--- config.mk ---
export PLATFORM = sky130hd
export DESIGN_NAME = fpu_top
export DESIGN_NICKNAME = d
export VERILOG_FILES = /design/src/rtl/fpu_pkg.sv /design/src/rtl/fp_exponent.sv /design/src/rtl/fp_mantissa.sv /design/src/rtl/fps.sv /design/src/rtl/fps_strobgen.sv /design/src/rtl/fpu_top.sv
export VERILOG_INCLUDE_DIRS = /design/src /design/src/rtl
export SDC_FILE = /design/constraint.sdc
export NUM_CORES = 1
export LEC_CHECK = 0
export BUFFER_PORTS_ARGS = -buffer_cell sky130_fd_sc_hd__buf_2
export CAP_MARGIN = 20
export CORE_MARGIN = 8
export CORE_UTILIZATION = 25
export DETAILED_ROUTE_END_ITERATION = 8
export SLEW_MARGIN = 20
export SYNTH_ARGS = -nofsm -noshare
export SYNTH_HDL_FRONTEND = slang
export SYNTH_SLANG_ARGS = --single-unit
--- constraint.sdc ---
create_clock -name got_fp -period 7.2 [get_ports got_fp]
set_clock_uncertainty 0.2 [all_clocks]
set_input_delay 1.08 -clock got_fp [delete_from_list [all_inputs] [get_ports got_fp]]
set_output_delay 1.08 -clock got_fp [all_outputs]
set_load 0.02 [all_outputs]
--- src/rtl/fpu_params.svh ---
// --------------------
// fpu widths shared by the rtl and the testbench
// --------------------
`ifndef FPU_PARAMS_SVH
`define FPU_PARAMS_SVH

// two's complement fraction
`define FP_MANT_W 40
// signed exponent
`define FP_EXP_W 8
// memory bus
`define FP_WORD_W 16
`define FP_ADDR_W 16

`endif

--- src/rtl/fpu_pkg.sv ---
// --------------------
// fpu types
// operation codes, sequencer steps, operand word views
// --------------------
`include "fpu_params.svh"

package fpu_pkg;

	// cpu operation select
	typedef enum logic [1:0] {
		OP_LOAD = 2'd0,
		OP_ADD  = 2'd1,
		OP_SUB  = 2'd2,
		OP_NORM = 2'd3
	} fp_op_e;

	// one-hot sequencer steps
	typedef enum logic [6:0] {
		ST_IDLE  = 7'b000_0001,
		ST_READ  = 7'b000_0010,
		ST_LOADT = 7'b000_0100,
		ST_ALIGN = 7'b000_1000,
		ST_ADD   = 7'b001_0000,
		ST_NORM  = 7'b010_0000,
		ST_DONE  = 7'b100_0000
	} fp_state_e;

	// third operand word split into mantissa low byte and exponent
	typedef struct packed {
		logic [`FP_WORD_W-`FP_EXP_W-1:0] m_lo;
		logic [`FP_EXP_W-1:0] exp;
	} fp_w2_s;

	// memory word, raw or as the third word
	typedef union packed {
		logic [`FP_WORD_W-1:0] raw;
		fp_w2_s w2;
	} fp_word_u;

endpackage

--- src/rtl/fp_exponent.sv ---
// --------------------
// exponent datapath
// both exponents, compare, step and range flag
// --------------------
`timescale 1ns/1ps
`include "fpu_params.svh"

module fp_exponent (
	input  logic got_fp,
	input  logic _0_f,
	input  logic strob1,
	input  logic step_start,
	input  fpu_pkg::fp_word_u mem_data,
	input  logic m_load_word,
	input  logic [1:0] lp_word,
	input  logic t_from_m,
	input  logic t_shift_r,
	input  logic m_shift_r,
	input  logic m_clear,
	input  logic t_fix_ovf,
	input  logic t_norm_l,
	input  logic t_zero,
	output logic acc_lt,
	output logic exp_eq,
	output logic exp_far,
	output logic [`FP_EXP_W-1:0] acc_exp,
	output logic ovf
);

	logic [`FP_EXP_W-1:0] exp_t;
	logic [`FP_EXP_W-1:0] exp_m;
	// sign extended by one bit
	logic [`FP_EXP_W:0] t_wide;
	logic [`FP_EXP_W:0] m_wide;
	logic [`FP_EXP_W:0] diff;
	logic [`FP_EXP_W:0] diff_abs;
	logic [`FP_EXP_W:0] t_inc;
	logic [`FP_EXP_W:0] t_dec;
	logic [`FP_EXP_W:0] m_inc;
	logic range_err;

	// --------------------
	// compare
	// --------------------

	assign t_wide = {exp_t[`FP_EXP_W-1], exp_t};
	assign m_wide = {exp_m[`FP_EXP_W-1], exp_m};
	assign diff = t_wide - m_wide;
	assign diff_abs = diff[`FP_EXP_W] ? -diff : diff;

	assign acc_lt = diff[`FP_EXP_W];
	assign exp_eq = (diff == '0);
	// every mantissa bit would shift out
	assign exp_far = (diff_abs > `FP_MANT_W - 1);

	assign t_inc = t_wide + 1'b1;
	assign t_dec = t_wide - 1'b1;
	assign m_inc = m_wide + 1'b1;

	// result leaves the signed range when the two top bits differ
	assign range_err = (t_shift_r & ~exp_far & (t_inc[`FP_EXP_W] ^ t_inc[`FP_EXP_W-1]))
		| (t_fix_ovf & (t_inc[`FP_EXP_W] ^ t_inc[`FP_EXP_W-1]))
		| (t_norm_l & ~t_zero & (t_dec[`FP_EXP_W] ^ t_dec[`FP_EXP_W-1]))
		| (m_shift_r & ~m_clear & (m_inc[`FP_EXP_W] ^ m_inc[`FP_EXP_W-1]));

	// --------------------
	// registers
	// --------------------

	always_ff @(posedge got_fp or posedge _0_f) begin
		if (_0_f) begin
			exp_t <= '0;
		end else if (strob1) begin
			if (t_from_m)
				exp_t <= exp_m;
			else if (t_shift_r)
				exp_t <= exp_far ? exp_m : t_inc[`FP_EXP_W-1:0];
			else if (t_fix_ovf)
				exp_t <= t_inc[`FP_EXP_W-1:0];
			else if (t_norm_l)
				// zero mantissa gets exponent zero
				exp_t <= t_zero ? '0 : t_dec[`FP_EXP_W-1:0];
		end
	end

	always_ff @(posedge got_fp) begin
		if (strob1) begin
			if (m_load_word && lp_word == 2'd2)
				exp_m <= mem_data.w2.exp;
			else if (m_clear)
				exp_m <= exp_t;
			else if (m_shift_r)
				exp_m <= m_inc[`FP_EXP_W-1:0];
		end
	end

	// sticky until the next operation starts
	always_ff @(posedge got_fp or posedge _0_f) begin
		if (_0_f)
			ovf <= 1'b0;
		else if (step_start)
			ovf <= 1'b0;
		else if (strob1 && range_err)
			ovf <= 1'b1;
	end

	assign acc_exp = exp_t;

endmodule

--- src/rtl/fp_mantissa.sv ---
// --------------------
// mantissa datapath
// t accumulator, m operand, adder and shifters
// --------------------
`timescale 1ns/1ps
`include "fpu_params.svh"

module fp_mantissa (
	input  logic got_fp,
	input  logic _0_f,
	input  logic strob1,
	input  fpu_pkg::fp_word_u mem_data,
	input  logic [1:0] lp_word,
	input  logic m_load_word,
	input  logic t_from_m,
	input  logic t_shift_r,
	input  logic m_shift_r,
	input  logic m_clear,
	input  logic t_clear,
	input  logic t_add,
	input  logic t_sub,
	input  logic t_norm_l,
	input  logic t_fix_ovf,
	output logic t_zero,
	output logic t_normal,
	output logic add_ovf,
	output logic [`FP_MANT_W-1:0] acc_mant
);

	// accumulator
	logic [`FP_MANT_W-1:0] t_mant;
	// operand
	logic [`FP_MANT_W-1:0] m_mant;
	// one guard bit above the sign
	logic [`FP_MANT_W:0] t_ext;
	logic [`FP_MANT_W:0] m_ext;
	logic [`FP_MANT_W:0] sum;

	// --------------------
	// adder
	// --------------------

	assign t_ext = {t_mant[`FP_MANT_W-1], t_mant};
	assign m_ext = {m_mant[`FP_MANT_W-1], m_mant};
	assign sum = t_sub ? (t_ext - m_ext) : (t_ext + m_ext);

	// guard and sign disagree
	assign add_ovf = sum[`FP_MANT_W] ^ sum[`FP_MANT_W-1];

	// status for the sequencer
	assign t_zero = (t_mant == '0);
	assign t_normal = t_mant[`FP_MANT_W-1] ^ t_mant[`FP_MANT_W-2];

	// --------------------
	// t register
	// --------------------

	always_ff @(posedge got_fp or posedge _0_f) begin
		if (_0_f) begin
			t_mant <= '0;
		end else if (strob1) begin
			if (t_clear)
				t_mant <= '0;
			else if (t_shift_r)
				t_mant <= {t_mant[`FP_MANT_W-1], t_mant[`FP_MANT_W-1:1]};
			else if (t_from_m)
				t_mant <= m_mant;
			else if (t_add || t_sub)
				// on overflow keep the guard bit as the true sign
				t_mant <= t_fix_ovf ? sum[`FP_MANT_W:1] : sum[`FP_MANT_W-1:0];
			else if (t_norm_l)
				t_mant <= {t_mant[`FP_MANT_W-2:0], 1'b0};
		end
	end

	assign acc_mant = t_mant;

	// --------------------
	// m register
	// --------------------

	always_ff @(posedge got_fp) begin
		if (strob1) begin
			if (m_load_word) begin
				// lp picks which slice the word fills
				case (lp_word)
					2'd0:
						m_mant[`FP_MANT_W-1 -: `FP_WORD_W] <= mem_data.raw;
					2'd1:
						m_mant[`FP_MANT_W-1-`FP_WORD_W -: `FP_WORD_W] <= mem_data.raw;
					default:
						m_mant[`FP_WORD_W-`FP_EXP_W-1:0] <= mem_data.w2.m_lo;
				endcase
			end else if (m_clear) begin
				m_mant <= '0;
			end else if (m_shift_r) begin
				m_mant <= {m_mant[`FP_MANT_W-1], m_mant[`FP_MANT_W-1:1]};
			end
		end
	end

endmodule

--- src/rtl/fps.sv ---
// --------------------
// fps control sequencer
// start delay, one-hot steps, lp word counter
// datapath control decode
// --------------------
`timescale 1ns/1ps
`include "fpu_params.svh"

module fps (
	input  logic got_fp,
	input  logic _0_f,
	input  logic efp,
	input  fpu_pkg::fp_op_e op,
	input  logic [`FP_ADDR_W-1:0] addr,
	input  logic t_zero,
	input  logic t_normal,
	input  logic add_ovf,
	input  logic acc_lt,
	input  logic exp_eq,
	input  logic exp_far,
	input  logic got_step,
	output logic busy,
	output logic ekc_fp,
	output logic [`FP_ADDR_W-1:0] mem_addr,
	output fpu_pkg::fp_state_e step_state,
	output logic step_start,
	output logic [1:0] lp_word,
	output logic m_load_word,
	output logic t_from_m,
	output logic t_shift_r,
	output logic m_shift_r,
	output logic m_clear,
	output logic t_clear,
	output logic t_add,
	output logic t_sub,
	output logic t_norm_l,
	output logic t_fix_ovf
);

	fpu_pkg::fp_state_e state;
	fpu_pkg::fp_state_e state_nxt;
	// latched request
	fpu_pkg::fp_op_e op_q;
	logic [`FP_ADDR_W-1:0] addr_q;
	// start delay line
	logic [1:0] start_dly;
	logic accept;
	// word counter
	logic [1:0] lp;
	logic lp_last;
	// single step flags
	logic st_idle;
	logic st_read;
	logic st_loadt;
	logic st_align;
	logic st_add;
	logic st_norm;
	logic st_done;
	logic align_go;
	logic norm_end;

	assign st_idle  = (state == fpu_pkg::ST_IDLE);
	assign st_read  = (state == fpu_pkg::ST_READ);
	assign st_loadt = (state == fpu_pkg::ST_LOADT);
	assign st_align = (state == fpu_pkg::ST_ALIGN);
	assign st_add   = (state == fpu_pkg::ST_ADD);
	assign st_norm  = (state == fpu_pkg::ST_NORM);
	assign st_done  = (state == fpu_pkg::ST_DONE);

	// --------------------
	// start
	// --------------------

	// efp only taken from an idle unit
	assign accept = efp & ~busy & st_idle;

	always_ff @(posedge got_fp or posedge _0_f) begin
		if (_0_f) begin
			start_dly <= 2'b00;
			busy <= 1'b0;
		end else begin
			start_dly <= {start_dly[0], accept};
			if (accept)
				busy <= 1'b1;
			else if (got_step && st_norm && norm_end)
				busy <= 1'b0;
		end
	end

	always_ff @(posedge got_fp) begin
		if (accept) begin
			op_q <= op;
			addr_q <= addr;
		end
	end

	// first step entered two cycles after efp is taken
	assign step_start = start_dly[1];

	// --------------------
	// step flip-flops
	// --------------------

	// normalize ends on a normal or zero mantissa
	assign norm_end = t_normal | t_zero;
	assign lp_last = (lp == 2'd2);

	always_comb begin
		state_nxt = state;
		case (state)
			fpu_pkg::ST_IDLE:
				if (step_start)
					state_nxt = (op_q == fpu_pkg::OP_NORM) ? fpu_pkg::ST_NORM : fpu_pkg::ST_READ;
			fpu_pkg::ST_READ:
				if (got_step && lp_last)
					state_nxt = (op_q == fpu_pkg::OP_LOAD) ? fpu_pkg::ST_LOADT : fpu_pkg::ST_ALIGN;
			fpu_pkg::ST_LOADT:
				if (got_step)
					state_nxt = fpu_pkg::ST_NORM;
			fpu_pkg::ST_ALIGN:
				// repeated until exponents meet
				if (got_step && exp_eq)
					state_nxt = fpu_pkg::ST_ADD;
			fpu_pkg::ST_ADD:
				if (got_step)
					state_nxt = fpu_pkg::ST_NORM;
			fpu_pkg::ST_NORM:
				if (got_step && norm_end)
					state_nxt = fpu_pkg::ST_DONE;
			fpu_pkg::ST_DONE:
				state_nxt = fpu_pkg::ST_IDLE;
			default:
				state_nxt = fpu_pkg::ST_IDLE;
		endcase
	end

	always_ff @(posedge got_fp or posedge _0_f) begin
		if (_0_f)
			state <= fpu_pkg::ST_IDLE;
		else
			state <= state_nxt;
	end

	assign step_state = state;

	// done pulse lasts the one done cycle
	assign ekc_fp = st_done;

	// --------------------
	// lp counter
	// --------------------

	always_ff @(posedge got_fp or posedge _0_f) begin
		if (_0_f)
			lp <= 2'd0;
		else if (step_start)
			lp <= 2'd0;
		else if (got_step && st_read)
			lp <= lp_last ? 2'd0 : lp + 2'd1;
	end

	assign lp_word = lp;
	assign mem_addr = addr_q + {{(`FP_ADDR_W-2){1'b0}}, lp};

	// --------------------
	// datapath controls
	// --------------------

	assign m_load_word = st_read;
	assign t_from_m = st_loadt;

	// smaller exponent side moves
	assign align_go = st_align & ~exp_eq;
	assign t_shift_r = align_go & acc_lt;
	assign m_shift_r = align_go & ~acc_lt;
	// too far apart, drop the small operand at once
	assign t_clear = t_shift_r & exp_far;
	assign m_clear = m_shift_r & exp_far;

	assign t_add = st_add & (op_q == fpu_pkg::OP_ADD);
	assign t_sub = st_add & (op_q == fpu_pkg::OP_SUB);
	assign t_fix_ovf = st_add & add_ovf;

	// zero also counts as not normal, exponent side clears it
	assign t_norm_l = st_norm & ~t_normal;

	// --------------------
	// checks
	// --------------------

	a_onehot: assert property (
		@(posedge got_fp) disable iff (_0_f)
		$onehot(state)
	);

	a_ekc_pulse: assert property (
		@(posedge got_fp) disable iff (_0_f)
		ekc_fp |=> !ekc_fp
	);

endmodule

--- src/rtl/fps_strobgen.sv ---
// --------------------
// fps strobe generator
// two phases per step, memory read handshake
// --------------------
`timescale 1ns/1ps

module fps_strobgen (
	input  logic got_fp,
	input  logic _0_f,
	input  fpu_pkg::fp_state_e step_state,
	input  logic step_start,
	input  logic ok,
	output logic strob1,
	output logic strob2,
	output logic got_step,
	output logic read_fp
);

	// step is a working one
	logic run;
	// fetch step, strob1 waits for memory
	logic in_read;
	// second phase flag
	logic ph;

	// --------------------
	// step decode
	// --------------------

	assign run = (step_state != fpu_pkg::ST_IDLE) && (step_state != fpu_pkg::ST_DONE);
	assign in_read = (step_state == fpu_pkg::ST_READ);

	// --------------------
	// phases
	// --------------------

	// first phase, held off in a fetch until memory answers
	assign strob1 = run & ~ph & (~in_read | ok);

	// request stays up through the whole first phase of a fetch
	assign read_fp = in_read & ~ph;

	always_ff @(posedge got_fp or posedge _0_f) begin
		if (_0_f) begin
			ph <= 1'b0;
		end else if (step_start) begin
			// new operation starts on phase one
			ph <= 1'b0;
		end else begin
			// strob1 arms phase two, phase two falls back
			ph <= strob1;
		end
	end

	// clear phase
	assign strob2 = ph;

	// sequencer advances on the clear phase edge
	assign got_step = strob2 & run;

	// --------------------
	// checks
	// --------------------

	// memory request is never withdrawn before ok
	a_read_hold: assert property (
		@(posedge got_fp) disable iff (_0_f)
		read_fp && !ok |=> read_fp
	);

	// enable phase is always followed by the clear phase alone
	a_no_overlap: assert property (
		@(posedge got_fp) disable iff (_0_f)
		strob1 |=> strob2 && !strob1
	);

endmodule

--- src/rtl/fpu_top.sv ---
// --------------------
// fpu top
// sequencer, strobes and datapath wired together
// --------------------
`timescale 1ns/1ps
`include "fpu_params.svh"

module fpu_top (
	input  logic got_fp,
	input  logic _0_f,
	input  logic efp,
	input  fpu_pkg::fp_op_e op,
	input  logic [`FP_ADDR_W-1:0] addr,
	input  logic ok,
	input  fpu_pkg::fp_word_u mem_data,
	output logic busy,
	output logic ekc_fp,
	output logic read_fp,
	output logic [`FP_ADDR_W-1:0] mem_addr,
	output logic [`FP_MANT_W-1:0] acc_mant,
	output logic [`FP_EXP_W-1:0] acc_exp,
	output logic ovf
);

	// sequencer to strobes
	fpu_pkg::fp_state_e step_state;
	logic step_start;
	logic strob1;
	logic got_step;
	// controls
	logic [1:0] lp_word;
	logic m_load_word;
	logic t_from_m;
	logic t_shift_r;
	logic m_shift_r;
	logic m_clear;
	logic t_clear;
	logic t_add;
	logic t_sub;
	logic t_norm_l;
	logic t_fix_ovf;
	// status
	logic t_zero;
	logic t_normal;
	logic add_ovf;
	logic acc_lt;
	logic exp_eq;
	logic exp_far;

	fps i_fps (
		.got_fp(got_fp),
		._0_f(_0_f),
		.efp(efp),
		.op(op),
		.addr(addr),
		.t_zero(t_zero),
		.t_normal(t_normal),
		.add_ovf(add_ovf),
		.acc_lt(acc_lt),
		.exp_eq(exp_eq),
		.exp_far(exp_far),
		.got_step(got_step),
		.busy(busy),
		.ekc_fp(ekc_fp),
		.mem_addr(mem_addr),
		.step_state(step_state),
		.step_start(step_start),
		.lp_word(lp_word),
		.m_load_word(m_load_word),
		.t_from_m(t_from_m),
		.t_shift_r(t_shift_r),
		.m_shift_r(m_shift_r),
		.m_clear(m_clear),
		.t_clear(t_clear),
		.t_add(t_add),
		.t_sub(t_sub),
		.t_norm_l(t_norm_l),
		.t_fix_ovf(t_fix_ovf)
	);

	// clear phase has no user outside the strobe block
	fps_strobgen i_fps_strobgen (
		.got_fp(got_fp),
		._0_f(_0_f),
		.step_state(step_state),
		.step_start(step_start),
		.ok(ok),
		.strob1(strob1),
		.strob2(),
		.got_step(got_step),
		.read_fp(read_fp)
	);

	fp_mantissa i_fp_mantissa (
		.got_fp(got_fp),
		._0_f(_0_f),
		.strob1(strob1),
		.mem_data(mem_data),
		.lp_word(lp_word),
		.m_load_word(m_load_word),
		.t_from_m(t_from_m),
		.t_shift_r(t_shift_r),
		.m_shift_r(m_shift_r),
		.m_clear(m_clear),
		.t_clear(t_clear),
		.t_add(t_add),
		.t_sub(t_sub),
		.t_norm_l(t_norm_l),
		.t_fix_ovf(t_fix_ovf),
		.t_zero(t_zero),
		.t_normal(t_normal),
		.add_ovf(add_ovf),
		.acc_mant(acc_mant)
	);

	fp_exponent i_fp_exponent (
		.got_fp(got_fp),
		._0_f(_0_f),
		.strob1(strob1),
		.step_start(step_start),
		.mem_data(mem_data),
		.m_load_word(m_load_word),
		.lp_word(lp_word),
		.t_from_m(t_from_m),
		.t_shift_r(t_shift_r),
		.m_shift_r(m_shift_r),
		.m_clear(m_clear),
		.t_fix_ovf(t_fix_ovf),
		.t_norm_l(t_norm_l),
		.t_zero(t_zero),
		.acc_lt(acc_lt),
		.exp_eq(exp_eq),
		.exp_far(exp_far),
		.acc_exp(acc_exp),
		.ovf(ovf)
	);

endmodule

### Yosys cells after proc, flatten, opt, wreduce, memory -nomap -nowiden

Index checks and enable logic that the tools add are counted.

| word-level totals | value |
|---|---|
| ROM bits | 0 |
| logic and storage cells | 163 |
| latch bits | 0 |
| bits in writable memories | 0 |
| memories | 0 |
| register bits | 128 |

| cells by class | value |
|---|---|
| shifts and indexed selects | 0 |
| div/mod/pow operators | 0 |
| bitwise gates (word level) | 41 |
| reduce and logical (&&, ||, !) cells | 34 |
| eq/ne operators | 23 |
| multipliers | 0 |
| multiplexer cells | 39 |
| order comparisons | 1 |
| $add $sub $neg | 9 |

Operator list:

| operator | number |
|---|---|
| $mux 40 | 8 |
| $mux 8 | 10 |
| $add 40x40->41 | 1 |
| $mux 41 | 1 |
| $sub 40x40->41 | 1 |
| $logic_not 40->1 | 1 |
| $mux 39 | 1 |
| $mux 7 | 5 |
| $pmux 7 s5 | 1 |
| $mux 16 | 2 |
| $and 1x1->1 | 22 |
| $add 8x2->9 const B | 2 |
| $add 16x2->16 | 1 |
| $reduce_and 3->1 | 5 |
| $ne 2x2->1 const B | 7 |
| $gt 9x6->1 const B | 1 |
| $logic_and 1x1->1 | 9 |
| $logic_not 9->1 | 1 |
| $mux 9 | 1 |
| $neg 9->9 | 1 |
| $not 1->1 | 9 |
| $sub 8x2->9 const B | 1 |
| $sub 8x8->9 | 1 |
| $reduce_bool 2->1 | 4 |
| other kinds (27) | 51 |

### Logic depth before layout (Yosys ltp)

| logic depth | value |
|---|---|
| depth in word-level cells | 13 |
| gate-level depth with buffers | 25 |
| depth with buffers taken out | 21 |

### Cells and area by module

From an unflattened synthesis, not the netlist that was laid out.

| second synthesis, totals | value |
|---|---|
| cells, all modules | 1,393 |
| area total of the unflattened synthesis | 11,557.3 sq um |

By module, submodules not included:

| module | cells an instance | times used | seq. area each (sq um) | area an instance (sq um) |
|---|---|---|---|---|
| fp_mantissa | 943 | 1 | 2,202.1 | 7,619.8 |
| fp_exponent | 295 | 1 | 465.4 | 2,235.9 |
| fps | 141 | 1 | 842.1 | 1,580.3 |
| fps_strobgen | 14 | 1 | 25.0 | 121.4 |

### Least setup slack after synthesis

OpenSTA, ideal clock, no wires.

| timing path | value |
|---|---|
| path type | reg2reg |
| from | register i_fp_mantissa.m_mant[1] |
| to | register i_fp_exponent.exp_t[7], in the netlist i_fp_exponent.acc_exp[7] |
| period minus slack after synthesis | 6,284 ps |
| arrival time | 5,956 ps |
| cell stages (with the launch flop) | 25 |
| setup slack | 916 ps |
| buffers on the path | 3 |
| cell sequence | edfxtp_1 inv_1 ha_1 nor3b_1 nand2_1 or3_1 clkbuf_1 or4_4 o41ai_1 o21a_1 xor2_1 ha_1 clkbuf_1 nand4_1 nor3_1 nor4_1 a21oi_1 a2111oi_0 a21oi_1 xnor3_2 or2b_2 buf_4 a31oi_1 mux2i_1 o31ai_1 |

| between the ends | value |
|---|---|
| longest elaborated chain between the ends | 7 |

RTL lines:

| item | line | RTL |
|---|---|---|
| from (decl) | fp_mantissa.sv:33 | `` logic [`FP_MANT_W-1:0] m_mant; `` |
| from (signal, indexed assignment) | fp_mantissa.sv:88 | `` m_mant[`FP_MANT_W-1 -: `FP_WORD_W] <= mem_data.raw; `` |
| from (signal, indexed assignment) | fp_mantissa.sv:90 | `` m_mant[`FP_MANT_W-1-`FP_WORD_W -: `FP_WORD_W] <= mem_data.raw; `` |
| from (signal, indexed assignment) | fp_mantissa.sv:92 | `` m_mant[`FP_WORD_W-`FP_EXP_W-1:0] <= mem_data.w2.m_lo; `` |
| $add 40x40->41 / $sub 40x40->41 (equally long branches) | fp_mantissa.sv:45 | `assign sum = t_sub ? (t_ext - m_ext) : (t_ext + m_ext);` |
| $mux 41 * | fp_mantissa.sv:45 |  |
| $xor 1x1->1 * | fp_mantissa.sv:48 | `` assign add_ovf = sum[`FP_MANT_W] ^ sum[`FP_MANT_W-1]; `` |
| $and 1x1->1 * | fps.sv:182 | `assign t_fix_ovf = st_add & add_ovf;` |
| $mux 8 | fp_exponent.sv:78 | `else if (t_fix_ovf)` |
| $mux 8 | fp_exponent.sv:76 | `else if (t_shift_r)` |
| $mux 8 | fp_exponent.sv:74 | `if (t_from_m)` |
| to (signal assigned) | fp_exponent.sv:75 | `exp_t <= exp_m;` |
| to (signal assigned) | fp_exponent.sv:77 | `` exp_t <= exp_far ? exp_m : t_inc[`FP_EXP_W-1:0]; `` |
| to (signal assigned) | fp_exponent.sv:79 | `` exp_t <= t_inc[`FP_EXP_W-1:0]; `` |
| to (decl) | fp_exponent.sv:30 | `` logic [`FP_EXP_W-1:0] exp_t; `` |

Every way passes the cells marked *; elsewhere a longest branch is shown, timed or not.
A chain may end at the register's enable or synchronous reset.

### Worst setup path in the final report

| timing path | value |
|---|---|
| from | register i_fp_mantissa.m_mant[1] |
| to | register i_fp_exponent.exp_t[6], in the netlist i_fp_exponent.acc_exp[6] |

The elaborated chain is that of the path after synthesis.

==> results.sh <==
export IMPL_crit_arrival_ns=6.99
export IMPL_worstPathRequired_ns=7.34
export IMPL_ys_flop_type="edfxtp_1"
export IMPL_dp_hpwl_um=30800
export IMPL_place_ws_ns=0.426
export IMPL_area_growth_synth_to_final_pct=16.0
export IMPL_grt_pass1_wl_um=62400
export IMPL_placement_io_buffers=105
export IMPL_start_kind="flop"
export IMPL_hp_class="flop to flop"
export IMPL_max_clock_freq_ghz=0.146
export IMPL_maxCapViolations=0
export IMPL_min_period_ns=6.85
export IMPL_tritoncts="yes"
export IMPL_post_cts_setup_buffer_count=0
export IMPL_synth_distinct_cells=77
export IMPL_peakVddDrop_mv=0.160
export IMPL_synth_edf_count=66
export IMPL_crit_fanout=13
export IMPL_routedWlPerCell_um=20.4
export IMPL_cts_made_buffers=17
export IMPL_synth_largest_area_cell="edfxtp_1"
export IMPL_layout_commonest_cell="nand2_1"
export IMPL_async_flop_share=0.484
export IMPL_grt_pass1_vias=10400
export IMPL_drc=0
export IMPL_wirelength_um=40900
export IMPL_initial_core_util=0.253
export IMPL_syn_area_per_cell_um2=8.48
export IMPL_setup_worst_path_end_class="flop"
export IMPL_outcome="complete, no violations"
export IMPL_syn_area_um2=11200
export IMPL_synth_area_leaders="edfxtp_1, dfrtp_1, ha_1"
export IMPL_crit_type="flop to flop"
export IMPL_slew_violations=0
export IMPL_grtUsageMet3=0.0307
export IMPL_dieHeight_um=227
export IMPL_io_pins=106
export IMPL_antenna_found_initial=6
export IMPL_grt_overflow_total=0
export IMPL_postRouteAntennaNets=0
export IMPL_synth_warnings=0
export IMPL_tns_ns=0
export IMPL_ys_seq_elements=128
export IMPL_busiest_layer="met2"
export IMPL_setup_viol=0
export IMPL_fin_util=0.293
export IMPL_clock_sinks=128
export IMPL_synth_cells=1316
export IMPL_finalCritPeriodShare=0.951
export IMPL_core_um2=44100
export IMPL_cts_max_level=4
export IMPL_drive_gt1_frac=0.137
export IMPL_fin_ws_ns=0.350
export IMPL_syn_num_nets=1413
export IMPL_insertion_delay_ns=0.45
export IMPL_placedCellCount=1964
export IMPL_relSlewSlack=0.336
export IMPL_yosysTopAreaCellShare=0.178
export IMPL_num_vias=11100
export IMPL_clockBufferDepth=2
export IMPL_finalNetCount=1489
export IMPL_yosysSeqAreaShare=0.317
export IMPL_dieWidth_um=227
export IMPL_tightest_slew_ns=0.993
export IMPL_clk_pin_slew_worst_paths_ns=0.06
export IMPL_leakage_nw=5.07
export IMPL_routabilityCongestion=0.985
export IMPL_ctsHoldBuffers=0
export IMPL_drt_initial_drc_count=1423
export IMPL_grtUsageMet2=0.244
export IMPL_stdcell_count=2000
export IMPL_vias_per_cell=5.53
export IMPL_rows=77
export IMPL_grt_max_degree=70
export IMPL_die_area_um2=51700
export IMPL_final_cell_mix="nand2_1, nor2_1, buf_2"
export IMPL_rsz0062_at_grt="no"
export IMPL_dr_pass1_iters=7
export IMPL_use_met1=0.209
export IMPL_grt_use_total=0.155
export IMPL_cellPowerDensity_nw_per_um2=128
export IMPL_root_buffer="clkbuf_16"
export IMPL_hold_viol_final=0
==> flip-flops by register name, summed over array words and instances (netlist names) <==
name	cells
i_fps.busy	1
i_fp_mantissa.acc_mant	40
i_fp_exponent.acc_exp	8
i_fps_strobgen.strob2	1
i_fp_mantissa.m_mant	40
i_fps.addr_q	16
i_fp_exponent.ovf	1
i_fp_exponent.exp_m	8
i_fps.op_q	2
i_fps.step_state	7
i_fps.lp_word	2
i_fps.start_dly	2
==> kinds of logic (layout without fill, tap and decap cells) <==
kind of cell / Yosys count / after routing / synth area share
adders and majority gates: 59 / 59 / 0.0682
DFF: 128 / 128 / 0.317
and+or+nand+nor: 434 / 434 / 0.188
buffers and inverters: 121 / 210 / 0.0426
muxes: 25 / 25 / 0.0224
other: 0 / 3 / 0
AOI/OAI and AO/OA: 441 / 441 / 0.276
xor gates and xnor gates: 108 / 108 / 0.0861
==> cells in the mapped netlist, drive strengths merged, types with 9 or more instances <==
master / number
and3: 19
o31ai: 25
nand2b: 13
nor3: 27
a222oi: 20
or3: 11
nand3: 32
nand4: 15
or4: 9
a22o: 42
o21ai: 75
ha: 56
nor2b: 10
mux2i: 25
a31oi: 10
xor2: 41
a21o: 27
nor4: 21
and2: 15
o211ai: 16
xnor2: 66
buf: 12
a211o: 11
dfrtp: 61
edfxtp: 66
a21oi: 99
nor2: 114
nand2: 127
o22ai: 11
a211oi: 18
inv: 45
clkbuf: 64
==> where the power goes <==
group	internal, W	leakage (nW)	total [W]	switching (W)
Combinational	0.00000789	3.62	0.0000251	0.0000172
Sequential	0.000766	1.18	0.000766	0
Clock	0.000458	0.274	0.000862	0.000405
==> critical path: stages, from the launching register on <==
cell      delay [ns]
edfxtp_1        0.47
inv_1           0.11
ha_1            0.16
nor3b_1         0.39
nand2_1         0.19
or3_1           0.49
or4_4           0.60
o41ai_1         0.25
buf_4           0.18
xor2_1          0.15
ha_1            0.31
a21o_1          0.21
or3_1           0.31
o21ai_1         0.27
o311ai_0        0.18
and2_1          0.19
a211oi_1        0.43
xnor3_2         0.41
or2b_2          0.46
a31o_2          0.39
o41ai_2         0.36
==> repair_timing <==
action                                  in CTS  in global routing
endpoints found under the setup margin       0                  3
resized for setup                            0                  2
endpoints found under the hold margin        0                  0
==> layer usage <==
layer | vias to the layer above | part of all wire
li1 | 5149 | -
met1 | 5278 | 0.44
met2 | 550 | 0.45
met3 | 76 | 0.080
met4 | 8 | 0.028
met5 | - | 0.0012
==> through the flow <==
step / hold WS (ns) / instance area [um2] / total power [W]
floorplan: 0.131 / 11200 / 0.000786
global placement: 0.132 / 12300 / 0.000807
detailed placement: 0.137 / 12400 / 0.000807
CTS: 0.160 / 12900 / 0.00167
global route: 0.170 / 12900 / 0.00169
finish: 0.162 / 12900 / 0.00165
==> layout make-up <==
| type | count | area, um2 |
|---|---|---|
| inverters | 45 | 169 |
| diodes | 3 | 7.51 |
| flip-flops and latches | 128 | 3530 |
| repair buffers | 133 | 749 |
| fillers | 4754 | 31200 |
| clock buffers | 17 | 425 |
| multi-input cells | 1067 | 7180 |
| well taps | 592 | 741 |
| clock inverters | 15 | 139 |
==> path summary, 6_finish.rpt <==
check / start / end / slack [ns] / cells past startpoint
setup / recovery: i_fp_mantissa.m_mant[1] / i_fp_exponent.acc_exp[6] / 0.35 / 20
hold reg to reg: i_fps.start_dly[0] / i_fps.start_dly[1] / 0.16 / 0
setup reg to reg: i_fp_mantissa.m_mant[1] / i_fp_exponent.acc_exp[6] / 0.35 / 20
min in group asynchronous: _0_f / i_fp_mantissa.acc_mant[3] / 0.70 / 3
max in group asynchronous: _0_f / i_fps.start_dly[1] / 5.48 / 3
hold / removal: i_fps.start_dly[0] / i_fps.start_dly[1] / 0.16 / 0
Note: power is estimated with default switching activity, not from simulation.
